$ cat config.mk
export PLATFORM = sky130hd
export DESIGN_NAME = cacheController
export DESIGN_NICKNAME = d
export VERILOG_FILES = /design/src/design/cachePkg.sv /design/src/design/cacheController.sv
export SDC_FILE = /design/constraint.sdc
export NUM_CORES = 1
export LEC_CHECK = 0
export BUFFER_PORTS_ARGS = -buffer_cell sky130_fd_sc_hd__buf_4
export CORE_MARGIN = 1
export CORE_UTILIZATION = 39
export CTS_CLUSTER_DIAMETER = 150
export CTS_CLUSTER_SIZE = 40
export DETAILED_ROUTE_END_ITERATION = 10
export PLACE_DENSITY = 0.78
export SLEW_MARGIN = 5
export SYNTH_ARGS = -nofsm -noshare
export SYNTH_HDL_FRONTEND = slang
export SYNTH_SLANG_ARGS = --single-unit
$ cat constraint.sdc
create_clock -name clk -period 2.6 [get_ports clk]
set_clock_uncertainty 0.15 [all_clocks]
set_input_delay 0.13 -clock clk [delete_from_list [all_inputs] [get_ports clk]]
set_output_delay 0.13 -clock clk [all_outputs]
set_load 0.005 [all_outputs]
$ cat src/design/cachePkg.sv
`default_nettype none

package cachePkg;

   // the byte address splits into tag, set index and byte offset
   localparam int addrWidth = 16;
   localparam int dataWidth = 16;
   localparam int tagWidth = 6;
   localparam int setWidth = 6;
   localparam int offsetWidth = 4;

   // words are 16 bits, so the low offset bit only selects a byte
   localparam int wordIndexWidth = 3;
   localparam int wordsPerBlock = 8;
   localparam int numSets = 64;

   // one metadata byte per set and way
   // bits 5..0 hold the tag
   localparam int metaWidth = 8;
   localparam int metaValidBit = 6;

   // only way 0's copy of this bit is meaningful
   // it names the way to evict next
   localparam int metaLruBit = 7;

   // controller states
   localparam int ctrlStateWidth = 2;
   localparam logic [1:0] ctrlIdle = 2'd0;
   localparam logic [1:0] ctrlLookup = 2'd1;
   localparam logic [1:0] ctrlFill = 2'd2;

   // fill sequencer states
   localparam logic fillIdle = 1'b0;
   localparam logic fillWait = 1'b1;

endpackage

`default_nettype wire

$ cat src/design/cacheController.sv
`timescale 1ns/10ps
`default_nettype none

module cacheController (
   input  logic                                  clk,
   input  logic                                  rstN,
   input  logic                                  reqValid,
   input  logic                                  reqWrite,
   input  logic [cachePkg::addrWidth-1:0]        reqAddr,
   input  logic [cachePkg::dataWidth-1:0]        reqWdata,
   output logic                                  respValid,
   output logic [cachePkg::dataWidth-1:0]        respRdata,
   output logic                                  busy,
   output logic                                  memWrite,
   output logic [cachePkg::addrWidth-1:0]        memWriteAddr,
   output logic [cachePkg::dataWidth-1:0]        memWdata,
   output logic                                  fillStart,
   output logic [cachePkg::addrWidth-1:0]        fillBlockAddr,
   input  logic                                  fillWordValid,
   input  logic [cachePkg::wordIndexWidth-1:0]   fillWordIndex,
   input  logic [cachePkg::dataWidth-1:0]        fillWordData,
   input  logic                                  fillDone,
   output logic [cachePkg::setWidth-1:0]         setIndex,
   output logic                                  meta0Write,
   output logic                                  meta1Write,
   output logic [cachePkg::metaWidth-1:0]        metaDataIn0,
   output logic [cachePkg::metaWidth-1:0]        metaDataIn1,
   input  logic [cachePkg::metaWidth-1:0]        meta0Out,
   input  logic [cachePkg::metaWidth-1:0]        meta1Out,
   output logic [cachePkg::setWidth:0]           dataBlockIndex,
   output logic [cachePkg::wordIndexWidth-1:0]   dataWordIndex,
   output logic                                  dataWrite,
   output logic [cachePkg::dataWidth-1:0]        dataIn,
   input  logic [cachePkg::dataWidth-1:0]        dataOut
);

   logic [cachePkg::ctrlStateWidth-1:0] state;

   // registered request
   logic                           reqWriteQ;
   logic [cachePkg::addrWidth-1:0] reqAddrQ;
   logic [cachePkg::dataWidth-1:0] reqWdataQ;

   // address fields of the registered request
   logic [cachePkg::tagWidth-1:0]       tag;
   logic [cachePkg::wordIndexWidth-1:0] wordIndex;

   logic hit0;
   logic hit1;
   logic hit;
   logic selWay;
   logic victimWay;
   logic blockWay;

   assign tag = reqAddrQ[cachePkg::addrWidth-1 -: cachePkg::tagWidth];
   assign setIndex = reqAddrQ[cachePkg::offsetWidth +: cachePkg::setWidth];
   assign wordIndex = reqAddrQ[1 +: cachePkg::wordIndexWidth];

   // a way hits when its entry is valid and the stored tag matches
   assign hit0 = meta0Out[cachePkg::metaValidBit] && (meta0Out[cachePkg::tagWidth-1:0] == tag);
   assign hit1 = meta1Out[cachePkg::metaValidBit] && (meta1Out[cachePkg::tagWidth-1:0] == tag);
   assign hit = hit0 || hit1;

   // the hit way first and otherwise the way that way 0's LRU bit names
   assign selWay = hit0 ? 1'b0 : (hit1 ? 1'b1 : meta0Out[cachePkg::metaLruBit]);

   // busy covers the lookup, any fill and the response cycle
   assign busy = (state != cachePkg::ctrlIdle) || respValid;

   // write-through path takes the word aligned request address
   assign memWriteAddr = {reqAddrQ[cachePkg::addrWidth-1:1], 1'b0};
   assign memWdata = reqWdataQ;

   // fills always start at the block base
   assign fillBlockAddr = {reqAddrQ[cachePkg::addrWidth-1:cachePkg::offsetWidth],
                           {cachePkg::offsetWidth{1'b0}}};

   // during a fill the victim stays fixed while the metadata is still old
   assign blockWay = (state == cachePkg::ctrlFill) ? victimWay : selWay;
   assign dataBlockIndex = {setIndex, blockWay};

   // control state and the response and memory strobes
   always_ff @(posedge clk) begin
      if (!rstN) begin
         state <= cachePkg::ctrlIdle;
         respValid <= 1'b0;
         memWrite <= 1'b0;
         fillStart <= 1'b0;
      end else begin
         respValid <= 1'b0;
         memWrite <= 1'b0;
         fillStart <= 1'b0;
         case (state)
            cachePkg::ctrlIdle: begin
               if (reqValid) begin
                  state <= cachePkg::ctrlLookup;
               end
            end
            cachePkg::ctrlLookup: begin
               // writes never allocate so a write miss answers like a hit
               if (hit || reqWriteQ) begin
                  respValid <= 1'b1;
                  memWrite <= reqWriteQ;
                  state <= cachePkg::ctrlIdle;
               end else begin
                  fillStart <= 1'b1;
                  state <= cachePkg::ctrlFill;
               end
            end
            cachePkg::ctrlFill: begin
               // after the fill the lookup runs again and now hits
               if (fillDone) begin
                  state <= cachePkg::ctrlLookup;
               end
            end
            default: begin
               state <= cachePkg::ctrlIdle;
            end
         endcase
      end
   end

   // request and response payload
   always_ff @(posedge clk) begin
      if (state == cachePkg::ctrlIdle && reqValid) begin
         reqWriteQ <= reqWrite;
         reqAddrQ <= reqAddr;
         reqWdataQ <= reqWdata;
      end
      if (state == cachePkg::ctrlLookup) begin
         // read data is taken in the lookup cycle and held for the response
         respRdata <= dataOut;
         victimWay <= selWay;
      end
   end

   // array writes
   always_comb begin
      meta0Write = 1'b0;
      meta1Write = 1'b0;
      metaDataIn0 = meta0Out;
      metaDataIn1 = meta1Out;
      dataWrite = 1'b0;
      dataIn = reqWdataQ;
      dataWordIndex = wordIndex;
      case (state)
         cachePkg::ctrlLookup: begin
            if (hit) begin
               // LRU now points at the way not just used
               meta0Write = 1'b1;
               metaDataIn0[cachePkg::metaLruBit] = ~selWay;
               dataWrite = reqWriteQ;
            end
         end
         cachePkg::ctrlFill: begin
            dataWordIndex = fillWordIndex;
            dataIn = fillWordData;
            dataWrite = fillWordValid;
            if (fillDone) begin
               // mark the victim valid with the new tag
               // way 0 keeps its LRU bit until the lookup that follows
               if (victimWay) begin
                  meta1Write = 1'b1;
                  metaDataIn1 = '0;
                  metaDataIn1[cachePkg::metaValidBit] = 1'b1;
                  metaDataIn1[cachePkg::tagWidth-1:0] = tag;
               end else begin
                  meta0Write = 1'b1;
                  metaDataIn0[cachePkg::metaValidBit] = 1'b1;
                  metaDataIn0[cachePkg::tagWidth-1:0] = tag;
               end
            end
         end
         default: begin
            dataWrite = 1'b0;
         end
      endcase
   end

endmodule

`default_nettype wire

==> results.json <==
{
  "max-cap-violations": 0,
  "hold_path_class": "in -> reg",
  "floorplan.rows": 29,
  "ctsHoldBuffers": 50,
  "switchingPower_uw": 596,
  "p_sw_share_pct": 26.6,
  "critPathKind": "reg -> out",
  "cell_count_after_synthesis": 175,
  "max_freq_ghz": 0.435,
  "tns_ns": 0,
  "finalHoldViolCount": 0,
  "grt_use_total_pct": 21.6,
  "post_synth.cell_area_avg_um2": 14.7,
  "required_ns": 2.32,
  "synth.distinct_cells": 30,
  "post_synth_instance_area_um2": 2570,
  "antenna_violations_before_repair": 0,
  "insertion_delay_ns": 0.31,
  "worst_ir_drop_vdd_uv": 318,
  "gr_overflow_total": 0,
  "drt_pass1_iterations": 4,
  "cell_types_occupying_the_most_area_after_synthesis": "sky130_fd_sc_hd__edfxtp_1, sky130_fd_sc_hd__buf_4, sky130_fd_sc_hd__mux2_2, sky130_fd_sc_hd__mux2_1, sky130_fd_sc_hd__dfxtp_1",
  "report.final.slew_viol_count": 0,
  "final_core_util_pct": 72.1,
  "clockBufferDepth": 2,
  "cellPowerDensity_nw_per_um2": 490,
  "postLayoutCellArea_um2": 4580,
  "yosys_register_bits": 54,
  "final_net_count": 501,
  "clock_sink_count": 54,
  "dp_hpwl_um": 5150,
  "postSynth.topFlopCell": "sky130_fd_sc_hd__edfxtp_1",
  "htree_levels": 2,
  "arrival_time_worst_endpoint_ns": 2.02,
  "length_of_routed_met2_wiring_um": 4190,
  "worst_setup_path_end_kind": "output pin",
  "area.sequential_um2": 1570,
  "detail-route-antenna-nets": 0,
  "synth_top_area_share_pct": 57.2,
  "place_congestion": 0.757,
  "drt-initial-drc-count": 80,
  "synth_largest_area_cell": "sky130_fd_sc_hd__edfxtp_1",
  "pwr-share-comb_pct": 28.1,
  "pin_count": 208,
  "post-synth-top-count-cell": "sky130_fd_sc_hd__edfxtp_1",
  "io_buffer_count": 201,
  "drt_drc_violations_left": 0,
  "areaGrowthSynthToFinish_pct": 78.1,
  "die_w_um": 83.2,
  "route.detailed.vias_per_inst": 4.60,
  "p_leak_uw": 0.00205,
  "dr_wl_met3_um": 557,
  "postPlaceCellArea_um2": 3980,
  "initial_utilization_pct": 40.5,
  "first_pass_grt_wire_length_um": 11600,
  "antenna_diode_instance_count": 0,
  "setup_violations": 0,
  "ys_seq_area_share_pct": 61.1,
  "tritoncts.num_buffers": 5,
  "routed_wirelength_um": 7540,
  "wl_per_cell_um": 15.5,
  "crit_path_start_kind": "flop",
  "multi_input_area_um2": 749,
  "synth-edff-count": 49,
  "setup_fix_buffers_added_after_clock_tree_synthesis": 0,
  "die_y_um": 83.2,
  "clkPwrFrac_pct": 22.3,
  "cts_tree": "built",
  "outcome": "completed",
  "clk_transition_reported_paths_ns": 0.10,
  "drive_above_1_share_pct": 57.5,
  "netlist_top_cells_count": "sky130_fd_sc_hd__edfxtp_1, sky130_fd_sc_hd__buf_4, sky130_fd_sc_hd__mux2_2, sky130_fd_sc_hd__mux2_1",
  "core_area_um2": 6350,
  "cts.repair.resized": 0,
  "grt_pass1_vias": 2328,
  "yosysWarningCount": 0,
  "detail_route.wirelength.met1_um": 2680,
  "cts_root_buffer": "sky130_fd_sc_hd__clkbuf_8",
  "die_area_um2": 6920,
  "fillers": 415,
  "synthArstFlopShare_pct": 0,
  "tmin_final_ns": 2.30,
  "p_int_uw": 1650,
  "detailroute.via_count": 2234,
  "seq_power_share_pct": 49.6,
  "maximum_number_of_pins_on_one_net_before_global_route_repair": 23,
  "min_period_over_period_pct": 88.5,
  "worstPathMaxFanout": 6,
  "power_uw": 2240,
  "top_signal_layer_used": "met4",
  "unrepaired_setup_endpoints_after_global_routing": "no"
}
[layer usage]
metal,up-vias,GRT usage (%)
met3,12,4.67
li1,1068,-
met1,1027,23.3
met2,127,42.0
met5,-,0
met4,0,5.64
[state kept, by name, indices dropped and copies added (netlist names)]
signal and flops:
reqWriteQ 1, reqAddrQ 15, victimWay 1, respValid 1
memWrite 1, fillStart 1, memWdata 16, state 2
respRdata 16
[worst max-delay path, cell delays in order (launching register included)]
cell                       delay, ns
sky130_fd_sc_hd__edfxtp_1       0.51
sky130_fd_sc_hd__xnor2_1        0.21
sky130_fd_sc_hd__nand4_1        0.18
sky130_fd_sc_hd__nor4_4         0.32
sky130_fd_sc_hd__nor2_1         0.11
sky130_fd_sc_hd__o31ai_1        0.22
sky130_fd_sc_hd__buf_4          0.16
[layout make-up]
type | instances | share of cell area (%)
inverter | 7 | 0.574
clock inverter | 3 | 0.628
tap | 77 | 2.10
clock buffer | 5 | 1.50
sequential | 54 | 34.3
timing repair buffer | 255 | 44.5
multi-input combinational | 85 | 16.4
[cells by family after synthesis]
kind of cell,Yosys count,share of synthesized area (%)
other cells,1,0.146
xor+xnor,12,4.09
buf+inv,40,10.4
flops,54,61.1
fa+ha+maj,4,1.95
compound gates,9,2.63
mux,31,13.6
simple gates,24,6.18
[stage by stage]
| stage | worst slack (ns) | hold slack (ns) | cells |
|---|---|---|---|
| 2_1_floorplan | 0.690 | 0.0789 | 179 |
| 3_3_place_gp | 0.650 | 0.159 | 428 |
| 3_5_place_dp | 0.622 | 0.159 | 428 |
| 4_1_cts | 0.270 | 0.0485 | 486 |
| 5_1_grt | 0.0961 | 0.0677 | 486 |
| 6_report | 0.299 | 0.0638 | 486 |
[layout by cell type, fill, tap and decap left out, types with 3 or more instances in the layout]
master	instances
sky130_fd_sc_hd__buf_4	205
sky130_fd_sc_hd__dlygate4sd3_1	50
sky130_fd_sc_hd__edfxtp_1	49
sky130_fd_sc_hd__mux2_2	17
sky130_fd_sc_hd__mux2_1	14
sky130_fd_sc_hd__inv_1	6
sky130_fd_sc_hd__xor2_1	6
sky130_fd_sc_hd__xnor2_1	6
sky130_fd_sc_hd__conb_1	5
sky130_fd_sc_hd__clkbuf_8	5
sky130_fd_sc_hd__dfxtp_1	5
sky130_fd_sc_hd__nand2_1	4
sky130_fd_sc_hd__nand3_1	4
sky130_fd_sc_hd__ha_1	4
sky130_fd_sc_hd__nand2b_1	3
sky130_fd_sc_hd__nor2_1	3
[power groups by stage]
stage | clock network (uW) | logic [uW] | registers (uW)
floorplan | 0 | 224 | 1130
global placement | 0 | 555 | 1130
detailed placement | 0 | 565 | 1130
CTS | 514 | 628 | 1110
global route | 548 | 675 | 1130
finish | 500 | 631 | 1110
[worst paths after layout]
| kind | start | to | slack [ns] | cells after the start |
|---|---|---|---|---|
| worst min register to register | reqWriteQ | fillStart | 0.31 | 1 |
| worst min-delay path | reqValid | state[1] | 0.06 | 4 |
| worst max-delay path | reqAddrQ[15] | dataBlockIndex[0] | 0.30 | 6 |
| worst max register to register | reqAddrQ[11] | respValid | 0.84 | 5 |
Power figures use the tool's default switching activity.
