## config.mk

```make
export PLATFORM = sky130hd
export DESIGN_NAME = metaDataArray
export DESIGN_NICKNAME = d
export VERILOG_FILES = /design/src/design/cachePkg.sv /design/src/design/metaDataArray.sv
export SDC_FILE = /design/constraint.sdc
export NUM_CORES = 1
export LEC_CHECK = 0
export ABC_AREA = 1
export BUFFER_PORTS_ARGS = -buffer_cell sky130_fd_sc_hd__buf_2
export CORE_MARGIN = 4
export CORE_UTILIZATION = 60
export DETAILED_ROUTE_END_ITERATION = 10
export PLACE_DENSITY = 0.78
export SETUP_SLACK_MARGIN = 0.15
export SYNTH_ARGS = -nofsm -noshare
export SYNTH_HDL_FRONTEND = slang
export SYNTH_SLANG_ARGS = --single-unit
```

## constraint.sdc

```tcl
create_clock -name clk -period 2.95 [get_ports clk]
set_input_delay 0.59 -clock clk [delete_from_list [all_inputs] [get_ports clk]]
set_output_delay 0.59 -clock clk [all_outputs]
set_load 0.02 [all_outputs]
```

## src/design/cachePkg.sv

```systemverilog
`default_nettype none

package cachePkg;

   // the byte address splits into tag, set index and byte offset
   localparam int addrWidth = 16;
   localparam int dataWidth = 16;
   localparam int tagWidth = 6;
   localparam int setWidth = 6;
   localparam int offsetWidth = 4;

   // words are 16 bits, so the low offset bit only selects a byte
   localparam int wordIndexWidth = 3;
   localparam int wordsPerBlock = 8;
   localparam int numSets = 64;

   // one metadata byte per set and way
   // bits 5..0 hold the tag
   localparam int metaWidth = 8;
   localparam int metaValidBit = 6;

   // only way 0's copy of this bit is meaningful
   // it names the way to evict next
   localparam int metaLruBit = 7;

   // controller states
   localparam int ctrlStateWidth = 2;
   localparam logic [1:0] ctrlIdle = 2'd0;
   localparam logic [1:0] ctrlLookup = 2'd1;
   localparam logic [1:0] ctrlFill = 2'd2;

   // fill sequencer states
   localparam logic fillIdle = 1'b0;
   localparam logic fillWait = 1'b1;

endpackage

`default_nettype wire

```

## src/design/metaDataArray.sv

```systemverilog
`timescale 1ns/10ps
`default_nettype none

module metaDataArray (
   input  logic                               clk,
   input  logic                               rstN,
   input  logic [cachePkg::setWidth-1:0]      setIndex,
   input  logic                               write,
   input  logic [cachePkg::metaWidth-1:0]     dataIn,
   output logic [cachePkg::metaWidth-1:0]     dataOut
);

   // one metadata byte per set for a single way
   logic [cachePkg::metaWidth-1:0] entries [0:cachePkg::numSets-1];

   // every entry is cleared in reset
   // this drops all valid bits and points the LRU at way 0
   always_ff @(posedge clk) begin
      if (!rstN) begin
         for (int i = 0; i < cachePkg::numSets; i++) begin
            entries[i] <= '0;
         end
      end else if (write) begin
         // the controller writes a whole byte at a time
         entries[setIndex] <= dataIn;
      end
   end

   // the read is combinational so tag compare happens in the lookup cycle
   // a write in the same cycle shows up on the following cycle
   assign dataOut = entries[setIndex];

endmodule

`default_nettype wire

```

==> results of run 1 <==
## synth_stat cells (all sizes together) (2+ instances only)
cell type,count
o21ai,7
nand2,1509
inv,29
nand3,10
clkinv,2
o211ai,5
clkbuf,111
nor2,543
nor4,5
nor3,14
buf,53
edfxtp,512
or2,6
## per-stage QoR
stage               worst slack (ps)  hold WS [ps]
floorplan                      433.4         836.0
global placement               76.16          1136
detailed placement             58.20          1167
CTS                            131.1         566.7
global route                   127.3         582.6
finish                         151.5         571.3
## what timing repair did
action                     4_1_cts  5_1_grt
cloned                           0        4
setup buffers                    0        3
pin swaps                        0        2
setup endpoints to repair        7        8
gates resized for setup          8       24
## per-layer routing
layer	wire length, um	vias to the layer above	track usage [%]
met1	23970	9007	39.13
met3	6965	195	4.843
met5	0	-	0
met4	2688	0	12.38
met2	31100	1179	46.34
li1	-	8872	-
## cell families (layout without fill, tap and decap cells)
group | count (synthesis) | in the layout
simple gates | 2088 | 2088
flops | 512 | 512
buf+inv | 195 | 230
compound gates | 12 | 12
other cells | 0 | 1
## cell type report
cell class	count	area, um^2
fillers	2926	12680
inverters	31	148.9
repair inverters	2	22.52
diodes	1	2.502
flip-flops and latches	512	15370
clock inverters	33	327.8
well taps	525	656.9
multi-input cells	2100	8217
clock buffers	62	1360
repair buffers	102	1125
## power breakdown
| part | switching [mW] | internal, mW | total (mW) | leakage (nW) |
|---|---|---|---|---|
| sequential | 0.119 | 8.37 | 8.49 | 4.86 |
| combinational | 1.11 | 0.415 | 1.53 | 6.45 |
| clock | 2.74 | 3.82 | 6.55 | 0.831 |
| total | 3.97 | 12.6 | 16.6 | 12.1 |
## worst max-delay path by stage
stage | endpoint | slack, ps | cells after the start
2_1_floorplan | dataOut[0] | 430 | 12
3_3_place_gp | dataOut[7] | 80 | 14
3_5_place_dp | dataOut[1] | 60 | 14
4_1_cts | dataOut[7] | 130 | 14
5_1_grt | dataOut[5] | 130 | 14
6_report | dataOut[7] | 150 | 12
==> load_flow_metrics.sql, run 1 <==
INSERT INTO impl_metrics (metric_group, metric, value, unit) VALUES
('power_and_ir_drop', 'powerDensity', '608.4', 'nW/um^2'),
('drt', 'via_per_instance_ratio', '5.716', ''),
('global_routing', 'antenna_violations_before_repair', '1', ''),
('placement', 'detailedPlacementHpwl', '39260', 'um'),
('job', 'max_cap_viol_count', '0', ''),
('power_and_ir_drop', 'design_power_total', '16.57', 'mW'),
('layout', 'synthToLayoutAreaGrowth', '11.96', '%'),
('worst_setup_path', 'crit_required', '2360', 'ps'),
('placement', 'dp_cells', '3265', ''),
('drt', 'wirelength', '64720', 'um'),
('worst_setup_path', 'setup.worst_path.class', 'primary input to primary output', ''),
('synth', 'yosysTopAreaCell', 'sky130_fd_sc_hd__edfxtp_1', ''),
('sta', 'total_neg_setup_slack', '0', 'ps'),
('clock_network', 'path_clk_slew', '60', 'ps'),
('global_routing', 'grt_overflow_total', '0', ''),
('clock_network', 'cts.htree.levels', '2', ''),
('global_routing', 'pin_count_of_the_biggest_net_entering_global_routing', '78', ''),
('sta', 'achievable-frequency', '357.3', 'MHz'),
('synth', 'syn-mean-instance-area', '8.666', 'um^2'),
('synth', 'synthXorXnorAreaFrac', '0', '%'),
('synth', 'yosysTopAreaCellShare', '63.21', '%'),
('layout', 'final_layout_size_suffix_gt1_share', '9.008', '%'),
('layout', 'largest_reg_flops', '512', ''),
('global_routing', 'grt_pass1_wl', '99170', 'um'),
('worst_setup_path', 'worst-path-buf-inv', '4', ''),
('sta', 'maxSlewViolCount', '0', ''),
('worst_setup_path', 'critPathCaptureType', 'primary output', ''),
('worst_hold_path', 'hold_path_depth', '4', ''),
('worst_hold_path', 'worstHoldEndpoint', 'entries[61][4]', ''),
('worst_setup_path', 'crit_start', 'setIndex[1]', ''),
('die', 'die_width', '209.3', 'um'),
('global_routing', 'first_global_vias', '18450', ''),
('sta', 'maxSlewHeadroom', '28.99', '%'),
('synth', 'synth_enable_flop_cells', '512', ''),
('sta', 'final-hold-violation-count', '0', ''),
('sta', 'final_min_period_over_clock_period', '94.87', '%'),
('synth', 'synth_compound_gate_area_share', '0.2983', '%'),
('synth', 'synth.yosys.seq_area_share', '63.21', '%'),
('drt', 'detail_route.drc_violations', '0', ''),
('sta', 'timing.final.setup_violations', '0', ''),
('drt', 'avgRoutedWirePerCell', '19.22', 'um'),
('clock_network', 'cts_tree', 'built', ''),
('layout', 'top_register', 'entries', ''),
('worst_setup_path', 'critPathMostFrequentCell', 'sky130_fd_sc_hd__nand2_1', ''),
('die', 'fp.dieArea', '43830', 'um^2'),
('worst_setup_path', 'cell_with_the_largest_stage_delay_on_the_worst_path', 'sky130_fd_sc_hd__buf_6', ''),
('worst_setup_path', 'worst_path_dominant_cell_family', 'buffers and inverters', ''),
('synth', 'synth_area', '24320', 'um^2'),
('worst_hold_path', 'worst_hold_path_type', 'primary input to register', ''),
('layout', 'final_core_utilization', '68.23', '%'),
('power_and_ir_drop', 'ir_worst_vdd', '0.0004454', 'V'),
('worst_setup_path', 'timing.critical_path.fanout_max', '23', ''),
('global_routing', 'global_route_usage_over_all_layers', '28.76', '%'),
('clock_network', 'cts_sinks', '512', ''),
('clock_network', 'cts_hold_buf', '0', ''),
('drt', 'drt_first_iter_violations', '2649', ''),
('status', 'run_status', 'finished clean', ''),
('power_and_ir_drop', 'leakage_power', '12.14', 'nW'),
('worst_setup_path', 'max_stage_delay', '260', 'ps'),
('worst_setup_path', 'arrival', '2210', 'ps'),
('drt', 'routed-via-count', '19250', ''),
('worst_hold_path', 'min_from', 'dataIn[4]', ''),
('worst_setup_path', 'path_cells', 'buf_4, inv_4, buf_6, nand2_1, nand2_1, nand2_1, nand2_1, nand2_1, nand2_1, nor2_1, nand2_1, buf_2', ''),
('sta', 'post-route-min-period', '2799', 'ps'),
('sta', 'tightestPinTransition', '1065', 'ps'),
('die', 'core_region_area', '39910', 'um^2'),
('placement', 'port_buffers', '24', ''),
('synth', 'synthMuxAreaShare', '0', '%'),
('synth', 'synth_flop_cell', 'sky130_fd_sc_hd__edfxtp_1', ''),
('layout', 'top_regs', 'entries x512', ''),
('synth', 'async_flop_share', '0', '%');
Note: power is estimated with default switching activity, not from simulation.
==> run 2: changes to the inputs <==
--- a/config.mk
+++ b/config.mk
@@ -15,3 +15,4 @@
 export SYNTH_ARGS = -nofsm -noshare
 export SYNTH_HDL_FRONTEND = slang
 export SYNTH_SLANG_ARGS = --single-unit
+export TNS_END_PERCENT = 20
==> constraint.sdc (replaced) <==
create_clock -name clk -period 3.29 [get_ports clk]
set_input_delay 0.658 -clock clk [delete_from_list [all_inputs] [get_ports clk]]
set_output_delay 0.658 -clock clk [all_outputs]
set_load 0.02 [all_outputs]
==> load_flow_metrics.sql, run 2 (synthesis results as in run 1) <==
INSERT INTO impl_metrics (metric_group, metric, value, unit) VALUES
('status', 'run_status', 'finished clean', ''),
('placement', 'gp_routability_congestion', '0.8751', ''),
('worst_setup_path', 'startpoint_type', 'primary input', ''),
('job', 'max_cap_viol_count', '0', ''),
('layout', 'total_of_fill_cells_in_the_finished_design', '3046', ''),
('drt', 'via_per_instance_ratio', '5.717', ''),
('power_and_ir_drop', 'p_sw_share', '24.30', '%'),
('drt', 'top_layer', 'met4', ''),
('worst_setup_path', 'setup.worst_path.class', 'primary input to primary output', ''),
('sta', 'total_neg_setup_slack', '0', 'ps'),
('layout', 'final_layout_size_suffix_gt1_share', '7.894', '%'),
('sta', 'maxSlewViolCount', '0', ''),
('layout', 'num-nets-final', '2806', ''),
('global_routing', 'grt_overflow_total', '0', ''),
('power_and_ir_drop', 'powerDensity', '536.0', 'nW/um^2'),
('sta', 'post-route-worst-setup-slack', '177.2', 'ps'),
('sta', 'achievable-frequency', '321.3', 'MHz'),
('power_and_ir_drop', 'power.combinational.fraction', '9.3', '%'),
('worst_setup_path', 'arrival', '2450', 'ps'),
('drt', 'routed-via-count', '19160', ''),
('sta', 'post-route-min-period', '3113', 'ps'),
('placement', 'placed_area', '25160', 'um^2'),
('clock_network', 'clock_path_buffers', '3', ''),
('global_routing', 'antenna_violations_before_repair', '1', ''),
('clock_network', 'cts_tree', 'built', ''),
('sta', 'timing.final.setup_violations', '0', ''),
('global_routing', 'global_route_usage_over_all_layers', '28.92', '%'),
('sta', 'final_min_period_over_clock_period', '94.61', '%'),
('drt', 'final_antenna_net_count', '0', ''),
('layout', 'top_register', 'entries', ''),
('global_routing', 'pin_count_of_the_biggest_net_entering_global_routing', '85', ''),
('drt', 'avgRoutedWirePerCell', '19.05', 'um'),
('clock_network', 'clockRootBuffer', 'sky130_fd_sc_hd__clkbuf_16', ''),
('drt', 'drt_first_iter_violations', '2477', ''),
('worst_setup_path', 'timing.critical_path.fanout_max', '38', ''),
('drt', 'wl_met3', '6567', 'um'),
('die', 'boundaryPins', '25', ''),
('worst_setup_path', 'crit_required', '2630', 'ps'),
('die', 'die_height', '209.3', 'um'),
('drt', 'firstDrtPassIters', '5', ''),
('clock_network', 'cts.htree.levels', '2', ''),
('layout', 'layout_common_cells', '1475 x sky130_fd_sc_hd__nand2_1, 541 x sky130_fd_sc_hd__nor2_1, 512 x sky130_fd_sc_hd__edfxtp_1, 55 x sky130_fd_sc_hd__clkbuf_16, 47 x sky130_fd_sc_hd__buf_4', ''),
('global_routing', 'grt_pass1_wl', '100200', 'um'),
('clock_network', 'path_clk_slew', '60', 'ps'),
('die', 'core_region_area', '39910', 'um^2'),
('power_and_ir_drop', 'p_clk_share', '37.8', '%'),
('drt', 'detail_route.drc_violations', '0', ''),
('worst_setup_path', 'critPathCaptureType', 'primary output', ''),
('die', 'die_width', '209.3', 'um'),
('placement', 'preCtsSetupSlack', '110.1', 'ps'),
('drt', 'wirelength', '63820', 'um'),
('layout', 'top_regs', 'entries x512', ''),
('placement', 'dp_cells', '3257', ''),
('die', 'placement_rows', '73', ''),
('layout', 'synthToLayoutAreaGrowth', '10.15', '%'),
('power_and_ir_drop', 'ir_worst_vdd', '0.0003801', 'V'),
('worst_hold_path', 'min_from', 'dataIn[1]', ''),
('layout', 'mostFrequentLayoutCell', 'sky130_fd_sc_hd__nand2_1', ''),
('layout', 'finalNonFillerCells', '3351', ''),
('die', 'floorplan.initialDensity', '60.94', '%'),
('drt', 'wl_met2', '30490', 'um'),
('placement', 'detailedPlacementHpwl', '38530', 'um'),
('worst_setup_path', 'crit_start', 'setIndex[1]', ''),
('power_and_ir_drop', 'leakage_power', '11.94', 'nW'),
('sta', 'tightestPinTransition', '1010', 'ps'),
('power_and_ir_drop', 'power_switching', '3.490', 'mW'),
('clock_network', 'numCtsBuffers', '52', ''),
('worst_hold_path', 'worst_hold_path_type', 'primary input to register', ''),
('clock_network', 'cts_hold_buf', '0', ''),
('layout', 'postLayoutCellArea', '26790', 'um^2'),
('sta', 'maxSlewHeadroom', '32.65', '%'),
('sta', 'rsz0062_at_grt', 'false', ''),
('clock_network', 'cts_post_setup_buffers_inserted', '0', ''),
('drt', 'wirelength_met1', '24120', 'um'),
('clock_network', 'cts_sinks', '512', ''),
('global_routing', 'first_global_vias', '18620', ''),
('sta', 'fin_hold_ws', '626.4', 'ps'),
('placement', 'port_buffers', '24', ''),
('power_and_ir_drop', 'share_seq_of_total_power', '52.9', '%'),
('sta', 'final-hold-violation-count', '0', ''),
('layout', 'largest_reg_flops', '512', ''),
('die', 'fp.dieArea', '43830', 'um^2'),
('power_and_ir_drop', 'cellInternalPower', '10.87', 'mW');
## run 2: cell types whose count changed in the layout (fill, tap and decap cells not counted), sizes merged
cell and change:
inv -1, bufinv -5, buf -12, clkbuf +9
clkinv -9, bufbuf +1
## run 2: metal layers
metal	track usage (%)	vias to the layer above
li1	-	8860
met5	0	-
met2	46.82	1138
met4	11.61	0
met3	5.336	199
met1	39.20	8962
## run 2: path summary, 6_finish.rpt
check | end | slack [ps] | depth (start not counted)
max | dataOut[6] | 180 | 12
min | entries[63][1] | 630 | 3
## run 2: repair_timing
item	CTS	global route
gates resized for setup	1	6
endpoints found under the setup margin	1	6
gates cloned	1	2
hold endpoints to repair	0	0
## run 2: layout make-up
cell class,instances,area [um^2],share of cell area [%]
clock inverter,20,122.6,0.4576
antenna,1,2.502,0.009340
sequential,512,15370,57.38
timing repair buffer,92,953.4,3.558
multi-input combinational,2100,8167,30.48
tap,525,656.9,2.452
clock buffer,70,1390,5.188
inverter,31,126.4,0.4717
## run 2: critical path: stages
cell,delay [ps]
sky130_fd_sc_hd__buf_4,200
sky130_fd_sc_hd__inv_4,100
sky130_fd_sc_hd__buf_4,390
sky130_fd_sc_hd__nand2_1,140
sky130_fd_sc_hd__nand2_1,90
sky130_fd_sc_hd__nand2_1,60
sky130_fd_sc_hd__nand2_1,120
sky130_fd_sc_hd__nand2_1,130
sky130_fd_sc_hd__nand2_1,100
sky130_fd_sc_hd__nor2_2,60
sky130_fd_sc_hd__nand2_1,160
sky130_fd_sc_hd__buf_2,200
## run 2: through the flow
| step | utilization (%) | power, mW |
|---|---|---|
| finish | 67.13 | 14.36 |
| global route | 67.13 | 14.83 |
| CTS | 66.93 | 14.34 |
| detailed placement | 63.04 | 9.018 |
| global placement | 63.04 | 8.986 |
| floorplan | - | 8.552 |
## run 2: power by group through the flow
stage               Combinational [mW]  Clock, mW  Sequential, mW
finish                            1.33       5.43            7.60
global route                      1.47       5.74            7.63
global placement                  1.26          0            7.73
CTS                               1.30       5.44            7.60
floorplan                        0.854          0            7.70
detailed placement                1.28          0            7.74
