<file path="config.mk">
export PLATFORM = sky130hd
export DESIGN_NAME = cacheFillFsm
export DESIGN_NICKNAME = d
export VERILOG_FILES = /design/src/design/cachePkg.sv /design/src/design/cacheFillFsm.sv
export SDC_FILE = /design/constraint.sdc
export NUM_CORES = 1
export LEC_CHECK = 0
export BUFFER_PORTS_ARGS = -buffer_cell sky130_fd_sc_hd__buf_2
export CAP_MARGIN = 10
export CORE_UTILIZATION = 37
export DETAILED_ROUTE_END_ITERATION = 6
export PLACE_DENSITY = 0.82
export SLEW_MARGIN = 10
export SYNTH_ARGS = -nofsm -noshare
export SYNTH_HDL_FRONTEND = slang
export SYNTH_SLANG_ARGS = --single-unit
export TNS_END_PERCENT = 5
</file>
<file path="constraint.sdc">
create_clock -name clk -period 3.4 [get_ports clk]
set_clock_uncertainty 0.05 [all_clocks]
set_input_delay 0.68 -clock clk [delete_from_list [all_inputs] [get_ports clk]]
set_output_delay 0.68 -clock clk [all_outputs]
set_load 0.005 [all_outputs]
</file>
<file path="src/design/cachePkg.sv">
`default_nettype none

package cachePkg;

   // the byte address splits into tag, set index and byte offset
   localparam int addrWidth = 16;
   localparam int dataWidth = 16;
   localparam int tagWidth = 6;
   localparam int setWidth = 6;
   localparam int offsetWidth = 4;

   // words are 16 bits, so the low offset bit only selects a byte
   localparam int wordIndexWidth = 3;
   localparam int wordsPerBlock = 8;
   localparam int numSets = 64;

   // one metadata byte per set and way
   // bits 5..0 hold the tag
   localparam int metaWidth = 8;
   localparam int metaValidBit = 6;

   // only way 0's copy of this bit is meaningful
   // it names the way to evict next
   localparam int metaLruBit = 7;

   // controller states
   localparam int ctrlStateWidth = 2;
   localparam logic [1:0] ctrlIdle = 2'd0;
   localparam logic [1:0] ctrlLookup = 2'd1;
   localparam logic [1:0] ctrlFill = 2'd2;

   // fill sequencer states
   localparam logic fillIdle = 1'b0;
   localparam logic fillWait = 1'b1;

endpackage

`default_nettype wire

</file>
<file path="src/design/cacheFillFsm.sv">
`timescale 1ns/10ps
`default_nettype none

module cacheFillFsm (
   input  logic                                  clk,
   input  logic                                  rstN,
   input  logic                                  fillStart,
   input  logic [cachePkg::addrWidth-1:0]        fillBlockAddr,
   input  logic                                  memRespValid,
   input  logic [cachePkg::dataWidth-1:0]        memRdata,
   output logic                                  memRead,
   output logic [cachePkg::addrWidth-1:0]        memReadAddr,
   output logic                                  fillWordValid,
   output logic [cachePkg::wordIndexWidth-1:0]   fillWordIndex,
   output logic [cachePkg::dataWidth-1:0]        fillWordData,
   output logic                                  fillDone
);

   // idle or waiting for the answer to the read in flight
   logic state;

   // index of the word whose read is outstanding
   logic [cachePkg::wordIndexWidth-1:0] wordCount;

   // block base captured at fillStart
   // only the tag and set bits are kept since the offset is rebuilt per word
   logic [cachePkg::addrWidth-cachePkg::offsetWidth-1:0] blockBase;

   // high when the answer in this cycle belongs to the last word
   logic lastWord;

   assign lastWord = (wordCount == cachePkg::wordIndexWidth'(cachePkg::wordsPerBlock - 1));

   // control state and the read strobe
   always_ff @(posedge clk) begin
      if (!rstN) begin
         state <= cachePkg::fillIdle;
         wordCount <= '0;
         memRead <= 1'b0;
      end else begin
         // memRead is a single cycle strobe
         memRead <= 1'b0;
         case (state)
            cachePkg::fillIdle: begin
               if (fillStart) begin
                  // first read goes out one cycle after the start strobe
                  state <= cachePkg::fillWait;
                  wordCount <= '0;
                  memRead <= 1'b1;
               end
            end
            cachePkg::fillWait: begin
               if (memRespValid) begin
                  if (lastWord) begin
                     state <= cachePkg::fillIdle;
                  end else begin
                     // next word is requested one cycle after this answer
                     wordCount <= wordCount + 1'b1;
                     memRead <= 1'b1;
                  end
               end
            end
            default: begin
               state <= cachePkg::fillIdle;
            end
         endcase
      end
   end

   // the block base is taken when a fill starts from idle
   always_ff @(posedge clk) begin
      if (state == cachePkg::fillIdle && fillStart) begin
         blockBase <= fillBlockAddr[cachePkg::addrWidth-1:cachePkg::offsetWidth];
      end
   end

   // word aligned byte address of the outstanding read
   assign memReadAddr = {blockBase, wordCount, 1'b0};

   // answers are forwarded in the cycle they arrive
   // a stray answer while idle is ignored
   assign fillWordValid = (state == cachePkg::fillWait) && memRespValid;
   assign fillWordIndex = wordCount;
   assign fillWordData = memRdata;

   // done comes together with the eighth word
   assign fillDone = fillWordValid && lastWord;

endmodule

`default_nettype wire

</file>
==> impl_metrics.yaml, run 1 <==
layout:
  num_antenna_cells: 0
  area.growth.synth_to_final_pct: 11.6
  nFillCells: 175
  post-route-util: 0.464
  drive_gt1_frac: 0.513
  nNetsFinal: 120
clock_tree:
  cts_tree: "done"
  post_cts_buffers: 0
  cts_root_buf: "clkbuf_4"
  clkLatencyLatePin_ps: 270
  ctsHoldBuffers: 0
  path_clk_slew_ps: 90
  cts_max_path_buffers: 2
  htreeDepth: 1
  ctsResizeCount: 0
  clock_sinks: 17
  cts_made_buffers: 3
setup_path:
  end_kind: "output port"
  cpPeakStageDelay_ps: 350
  arrival_ps: 1360
  path_cells: "ha_1 > ha_1 > and3_2 > buf_2"
  path_common_cell: "ha_1"
  cp.required_ps: 2670
  crit_path_max_fanout: 5
  path_delay_family: "adder cells"
  slowest_stage: "dfxtp_1"
  path_buf_inv: 1
  startpoint_type: "register"
  path_class: "reg2out"
synthesis:
  synth_top_area_cell: "edfxtp_1"
  synth_edf_count: 12
  synth.top_cell.area_share: 0.476
  synth_most_common_cell: "buf_4"
  ys_ff_latch: 17
  syn_inst: 60
  synth.top_cells.by_count: "buf_4, edfxtp_1, dfxtp_1"
  synthTopCellsByArea: "edfxtp_1, buf_4, dfxtp_1"
  syn_area_sq_um: 757
  avgSynthCellArea_sq_um: 12.6
  synth_nets: 99
  yosysUniqueCellTypes: 17
  synth_flop_cell: "edfxtp_1"
  synth-seq-area-share: 0.608
  yosysWarnings: 0
  ys_async_sr_fraction: 0
power:
  cellLeakagePower_nw: 0.415
  ir_drop_mv: 0.176
  power_mw: 0.363
  power_density_nw_per_um2: 430
floorplan:
  die_h_um: 47.2
  io_pins: 74
  row_count: 15
  core-area_sq_um: 1820
  initial_core_util: 0.416
  fp.dieW_um: 47.2
  die_area_sq_um: 2230
detailed_routing:
  drt_iter0_drc: 2
  post_drt_via_cell_ratio: 4.41
  wire_per_inst_um: 10.6
  via_count: 463
  drc: 0
  antenna_left: 0
  first_pass_iters: 2
  routed_wl_um: 1110
global_route:
  grt_pass1_vias: 399
  grt_usage: 0.108
  grt_overflow: 0
  antenna_found_initial: 0
  grt_max_degree: 13
  grt_pass1_wl_um: 1650
sta:
  period_share: 0.615
  timing.final.crit_period_ps: 2090
  hold_ws_ps: 465
  fmax_mhz: 478
  hold_viol: 0
  setup_viol: 0
  rsz0062_at_grt: "no"
  fin_tns_setup_ps: 0
  slew_violations: 0
  final_critical_path_setup_slack_ps: 1310
status:
  outcome: "completed"
flow_run:
  maxCapViolCount: 0
place:
  hpwl_um: 937
  pre_cts_ws_ps: 1570
  place.gp.congestion: 0.697
  port_buffers: 36
min_path:
  hold_class: "reg2reg"
[power breakdown]
part           leakage (nW)  internal, mW  total (mW)  switching, mW
clock                0.0150        0.0453      0.0952         0.0498
combinational         0.245        0.0156      0.0312         0.0156
sequential            0.155         0.233       0.237        0.00348
total                 0.415         0.294       0.363         0.0689
[state kept, by name (all words and copies together), names as in the netlist]
register	cells
blockBase	12
fillWordIndex	3
state	1
memRead	1
[cells in the final DEF (no fill, tap or decap)]
cell / n
and2_1: 1
dfxtp_1: 5
clkbuf_4: 3
o21ai_0: 4
conb_1: 1
and3_2: 1
nor2_1: 1
nand3b_2: 1
ha_1: 3
inv_1: 2
clkbuf_1: 1
nand2_1: 3
and3_1: 1
nand2b_1: 1
nand4_1: 2
edfxtp_1: 12
o21a_1: 1
a21oi_1: 1
buf_2: 36
[logic make-up (layout without fill, tap and decap cells)]
kind of cell,Yosys count,count (layout),synth area share
buffers and inverters,22,42,0.208
adder cells (fa/ha/maj),3,3,0.0496
AO/OA/AOI/OAI,6,6,0.0430
flip-flops,17,17,0.608
AND/OR/NAND/NOR,11,11,0.0860
other,1,1,0.00495
[through the flow]
stage / std cells / instance area, sq um
3_3_place_gp: 101 / 818
6_report: 105 / 845
4_1_cts: 105 / 845
2_1_floorplan: 60 / 757
3_5_place_dp: 101 / 818
5_1_grt: 105 / 845
[final timing paths]
check / from / end / slack, ps / depth (start not counted)
worst min-delay path: fillWordIndex[1] / fillWordIndex[1] / 470 / 2
worst max register to register: fillWordIndex[0] / fillWordIndex[0] / 1850 / 5
worst min register to register: fillWordIndex[1] / fillWordIndex[1] / 470 / 2
worst max-delay path: fillWordIndex[0] / fillDone / 1310 / 4
[routing by layer]
metal	track usage	up-vias	wire (um)
met5	0	-	0
met4	0.0743	0	27
met3	0.0654	8	183
met2	0.184	29	510
met1	0.0931	201	390
li1	-	225	-
[final cells by class]
| cell class | count | area (sq um) | area share |
|---|---|---|---|
| Timing Repair Buffer | 36 | 180 | 0.213 |
| Multi-Input combinational cell | 21 | 139 | 0.164 |
| Inverter | 2 | 7.51 | 0.00889 |
| Clock buffer | 4 | 26.3 | 0.0311 |
| Tap cell | 25 | 31.3 | 0.0370 |
| Sequential cell | 17 | 460 | 0.545 |
[worst register-to-register path: stages, from the launching register on]
cell	delay, ps
dfxtp_1	350
ha_1	230
ha_1	190
nand3b_2	250
and3_1	210
o21a_1	170
No activity file was read; power rests on OpenSTA's default activity.
==> inputs of run 2 (changes only) <==
--- a/config.mk
+++ b/config.mk
@@ -5,11 +5,13 @@
 export SDC_FILE = /design/constraint.sdc
 export NUM_CORES = 1
 export LEC_CHECK = 0
+export ABC_AREA = 1
 export BUFFER_PORTS_ARGS = -buffer_cell sky130_fd_sc_hd__buf_2
 export CAP_MARGIN = 10
-export CORE_UTILIZATION = 37
+export CORE_ASPECT_RATIO = 1.75
+export CORE_UTILIZATION = 32
 export DETAILED_ROUTE_END_ITERATION = 6
-export PLACE_DENSITY = 0.82
+export PLACE_DENSITY = 0.75
 export SLEW_MARGIN = 10
 export SYNTH_ARGS = -nofsm -noshare
 export SYNTH_HDL_FRONTEND = slang
==> constraint.sdc (replaced) <==
create_clock -name clk -period 1.9 [get_ports clk]
set_clock_uncertainty 0.05 [all_clocks]
set_input_delay 0.38 -clock clk [delete_from_list [all_inputs] [get_ports clk]]
set_output_delay 0.38 -clock clk [all_outputs]
set_load 0.005 [all_outputs]
==> run 2 against run 1 <==
Die area grew 17%. Clock-buffer cell count is the same. Combinational power grew 97%. Via count grew 9.1%. Critical endpoint unchanged. Largest power group unchanged.
==> impl_metrics.yaml, run 2 <==
status:
  outcome: "completed"
sta:
  fin_tns_setup_ps: 0
  slew_violations: 0
  setup_viol: 0
  period_share: 0.955
  rsz0062_at_grt: "no"
  hold_ws_ps: 247
  fmax_mhz: 551
  hold_viol: 0
  timing.final.crit_period_ps: 1820
setup_path:
  cp.required_ps: 1470
  ff2ff_path_depth: 6
  end_kind: "output port"
  crit_path_max_fanout: 5
  rr_startpoint: "fillWordIndex[0]"
  arrival_ps: 1390
  rrSetupSlack_ps: 420
  startpoint_type: "register"
  r2r-end: "fillWordIndex[0]"
  path_class: "reg2out"
synthesis:
  ys_async_sr_fraction: 0
  syn_area_sq_um: 766
  synth.top_cells.by_count: "buf_4, edfxtp_1, dfxtp_1, inv_1, nor2_1"
  synth.top_cell.area_share: 0.471
  syn_inst: 65
  synthTopCellsByArea: "edfxtp_1, buf_4, dfxtp_1"
  synth_most_common_cell: "buf_4"
  synth_nets: 104
  synth-seq-area-share: 0.601
  ys_ff_latch: 17
  yosysUniqueCellTypes: 14
  synth_flop_cell: "edfxtp_1"
  synth_edf_count: 12
  synth_top_area_cell: "edfxtp_1"
  yosysWarnings: 0
  avgSynthCellArea_sq_um: 11.8
layout:
  area.growth.synth_to_final_pct: 13.9
  drive_gt1_frac: 0.482
  final_common_cell: "buf_2"
  multi_input_area_sq_um: 136
  num_antenna_cells: 0
  instances_no_fill: 110
  layout_common_cells: "buf_2, edfxtp_1, inv_1, nor2_1, dfxtp_1"
  ff_latch_area_sq_um: 460
  top_register: "blockBase"
  nNetsFinal: 125
  post-route-util: 0.384
  nFillCells: 222
  largest_register_ffs: 12
detailed_routing:
  first_pass_iters: 4
  drc: 0
  post_drt_via_cell_ratio: 4.59
  drt_iter0_drc: 9
  wire_per_inst_um: 13.6
  routed_wl_um: 1500
  antenna_left: 0
  via_count: 505
clock_tree:
  cts_root_buf: "clkbuf_8"
  clkLatencyLatePin_ps: 250
  post_cts_buffers: 0
  cts_made_buffers: 3
  clock_sinks: 17
  cts_tree: "done"
  path_clk_slew_ps: 60
  ctsHoldBuffers: 0
  htreeDepth: 1
  cts_max_path_buffers: 2
  ctsResizeCount: 0
power:
  ir_drop_mv: 0.266
  cellLeakagePower_nw: 0.425
  power_density_nw_per_um2: 868
global_route:
  grt_overflow: 0
  grt_pass1_wl_um: 1980
  grt_pass1_vias: 453
  antenna_found_initial: 0
  grt_max_degree: 14
  grt_usage: 0.117
min_path:
  hold_depth: 1
  holdPathEnd: "blockBase[0]"
  min_from: "fillBlockAddr[4]"
  hold_class: "in2reg"
floorplan:
  io_pins: 74
  die_area_sq_um: 2600
  die_h_um: 66.7
  core-area_sq_um: 2270
  row_count: 23
  fp.dieW_um: 39.0
  initial_core_util: 0.337
place:
  port_buffers: 36
  place.gp.congestion: 0.714
  dp_cells: 106
  hpwl_um: 1120
flow_run:
  maxCapViolCount: 0
## run 2: cell count changes in the layout (fill, tap and decap cells not counted), sizes merged, moves of 2 or more
| cell | delta |
|---|---|
| a21oi | +2 |
| and3 | -2 |
| nand3 | +3 |
| nor2 | +5 |
| inv | +3 |
| nand4 | -2 |
| o21ai | -2 |
## run 2: kinds of logic after synthesis
group | synth area share
AOI/OAI and AO/OA | 0.0425
other | 0.00490
adders and majority gates | 0.0490
DFF | 0.601
and+or+nand+nor | 0.0817
buffers and inverters | 0.221
## run 2: metal layers
layer / vias to the layer above / part of all wire / track usage
met3: 17 / 0.13 / 0.0267
met2: 39 / 0.50 / 0.204
met1: 218 / 0.31 / 0.0932
met4: 0 / 0.052 / 0.121
met5: - / 0 / 0
li1: 231 / - / -
## run 2: worst max-delay path by stage
stage                           to        startpoint
final                     fillDone  fillWordIndex[0]
after global routing      fillDone  fillWordIndex[1]
after CTS                 fillDone  fillWordIndex[0]
after detailed placement  fillDone  fillWordIndex[1]
after global placement    fillDone  fillWordIndex[0]
after floorplan           fillDone  fillWordIndex[0]
## run 2: area by class of cell
| cell class | instances | area share |
|---|---|---|
| clock buffer | 4 | 0.0516 |
| tap | 25 | 0.0359 |
| multi-input combinational | 23 | 0.156 |
| timing repair buffer | 36 | 0.207 |
| inverter | 5 | 0.0215 |
| sequential | 17 | 0.528 |
## run 2: per-stage QoR
step,power (mW),worst slack (ps),area (sq um)
CTS,0.761,89.3,872
global route,0.776,14.2,872
floorplan,0.486,540,766
detailed placement,0.495,383,827
global placement,0.492,412,827
finish,0.757,84.6,872
## run 2: power by group
part | total [mW] | switching [mW] | internal [mW]
combinational | 0.0614 | 0.0327 | 0.0287
clock | 0.270 | 0.121 | 0.149
sequential | 0.426 | 0.00741 | 0.419
total | 0.757 | 0.161 | 0.596
## run 2: worst max-delay path, cell delays in order (launching register included)
cell     delay, ps
dfxtp_1        390
ha_1           200
ha_1           220
inv_1           90
nor2_1         110
buf_2          120
==> inputs of run 3 (changes only) <==
--- a/config.mk
+++ b/config.mk
@@ -5,13 +5,12 @@
 export SDC_FILE = /design/constraint.sdc
 export NUM_CORES = 1
 export LEC_CHECK = 0
-export ABC_AREA = 1
 export BUFFER_PORTS_ARGS = -buffer_cell sky130_fd_sc_hd__buf_2
 export CAP_MARGIN = 10
 export CORE_ASPECT_RATIO = 1.75
-export CORE_UTILIZATION = 32
+export CORE_UTILIZATION = 31
 export DETAILED_ROUTE_END_ITERATION = 6
-export PLACE_DENSITY = 0.75
+export PLACE_DENSITY = 0.73
 export SLEW_MARGIN = 10
 export SYNTH_ARGS = -nofsm -noshare
 export SYNTH_HDL_FRONTEND = slang
==> run 3 against run 2 <==
Maximum frequency grew 3.3%. Global-route usage decreased by 2.5 points. Hold slack better by 9.3 ps. Total power down 2.2%. Highest routed layer unchanged.
==> impl_metrics.yaml, run 3 (same netlist as run 1, synthesis figures left out) <==
global_route:
  grt_pass1_vias: 436
  grt_max_degree: 13
  grt_usage: 0.0917
  grt_overflow: 0
  antenna_found_initial: 0
  grt_pass1_wl_um: 1700
detailed_routing:
  wire_per_inst_um: 12.1
  wl_met3_um: 225
  top_layer: "met4"
  first_pass_iters: 2
  drc: 0
  m1WireLength_um: 442
  drt_iter0_drc: 8
  antenna_left: 0
  via_count: 477
  post_drt_via_cell_ratio: 4.54
  met2_length_um: 581
  routed_wl_um: 1270
place:
  placedInstanceArea_sq_um: 818
  pre_cts_ws_ps: 334
  port_buffers: 36
  place.gp.congestion: 0.637
  hpwl_um: 1030
setup_path:
  path_delay_family: "adder cells"
  cpPeakStageDelay_ps: 340
  arrival_ps: 1330
  path_class: "reg2out"
  path_common_cell: "ha_1"
  startpoint: "fillWordIndex[0]"
  crit_path_max_fanout: 5
  end_kind: "output port"
  cp.required_ps: 1470
  slowest_stage: "dfxtp_1"
  startpoint_type: "register"
  rr_startpoint: "fillWordIndex[0]"
  path_buf_inv: 1
  path_cells: "ha_1 > ha_1 > and3_2 > buf_2"
floorplan:
  fp.dieW_um: 39.4
  io_pins: 74
  row_count: 23
  initial_core_util: 0.329
  core-area_sq_um: 2300
  die_area_sq_um: 2650
  die_h_um: 67.4
layout:
  num_antenna_cells: 0
  final_common_cell: "buf_2"
  design_area_sq_um: 863
  top_register: "blockBase"
  largest_register_ffs: 12
  area.growth.synth_to_final_pct: 14.0
  nNetsFinal: 120
  layout_common_cells: "buf_2, edfxtp_1, dfxtp_1"
  post-route-util: 0.375
  drive_gt1_frac: 0.513
sta:
  fmax_mhz: 569
  final_critical_path_setup_slack_ps: 142
  timing.final.crit_period_ps: 1760
  fin_tns_setup_ps: 0
  rsz0062_at_grt: "no"
  period_share: 0.925
  slew_violations: 0
  setup_viol: 0
  hold_viol: 0
power:
  power_density_nw_per_um2: 858
  power_mw: 0.740
  cellLeakagePower_nw: 0.423
  ir_drop_mv: 0.272
min_path:
  hold_class: "in2reg"
  min_from: "fillBlockAddr[11]"
clock_tree:
  htreeDepth: 1
  path_clk_slew_ps: 60
  ctsHoldBuffers: 0
  post_cts_buffers: 0
  clkLatencyLatePin_ps: 250
  cts_tree: "done"
  cts_max_path_buffers: 2
  cts_root_buf: "clkbuf_8"
  ctsResizeCount: 0
  cts_made_buffers: 3
  clock_sinks: 17
flow_run:
  maxCapViolCount: 0
status:
  outcome: "completed"
==> run 3: changes by cell type in the layout (fill, tap and decap cells not counted), moves of 2 or more <==
cell,delta
a21oi_1,-2
inv_1,-3
nand3_1,-3
nand4_1,+2
nor2_1,-4
o21ai_0,+2
==> run 3: stage by stage <==
stage,hold slack (ps),cells
floorplan,429,60
global placement,475,101
detailed placement,480,101
CTS,250,105
global route,248,105
finish,256,105
==> run 3: layer usage <==
layer / global-route usage / vias up
li1: - / 223
met4: 0.0862 / 0
met5: 0 / -
met1: 0.0748 / 206
met3: 0.0132 / 6
met2: 0.169 / 42
==> run 3: worst register-to-register path: stages, from the launching register on <==
cell,delay [ps]
dfxtp_1,340
ha_1,240
ha_1,190
nand3b_2,260
and3_1,210
o21a_1,180
==> run 3: final cells by class <==
| cell class | instances | area (sq um) |
|---|---|---|
| Tap cell | 25 | 31.3 |
| Multi-Input combinational cell | 21 | 139 |
| Inverter | 2 | 7.51 |
| Sequential cell | 17 | 460 |
| Clock buffer | 4 | 45.0 |
| Fill cell | 233 | 1440 |
| Timing Repair Buffer | 36 | 180 |
==> run 3: report_power, final <==
part / switching (mW) / leakage (nW) / internal (mW)
Combinational: 0.0294 / 0.245 / 0.0280
Sequential: 0.00645 / 0.155 / 0.418
Clock: 0.110 / 0.0228 / 0.148
==> run 3: final timing paths <==
kind	endpoint	slack, ps	cells past startpoint
worst max-delay path	fillDone	140	4
worst min-delay path	blockBase[7]	260	1
worst max register to register	fillWordIndex[0]	330	5
worst min register to register	fillWordIndex[1]	480	2
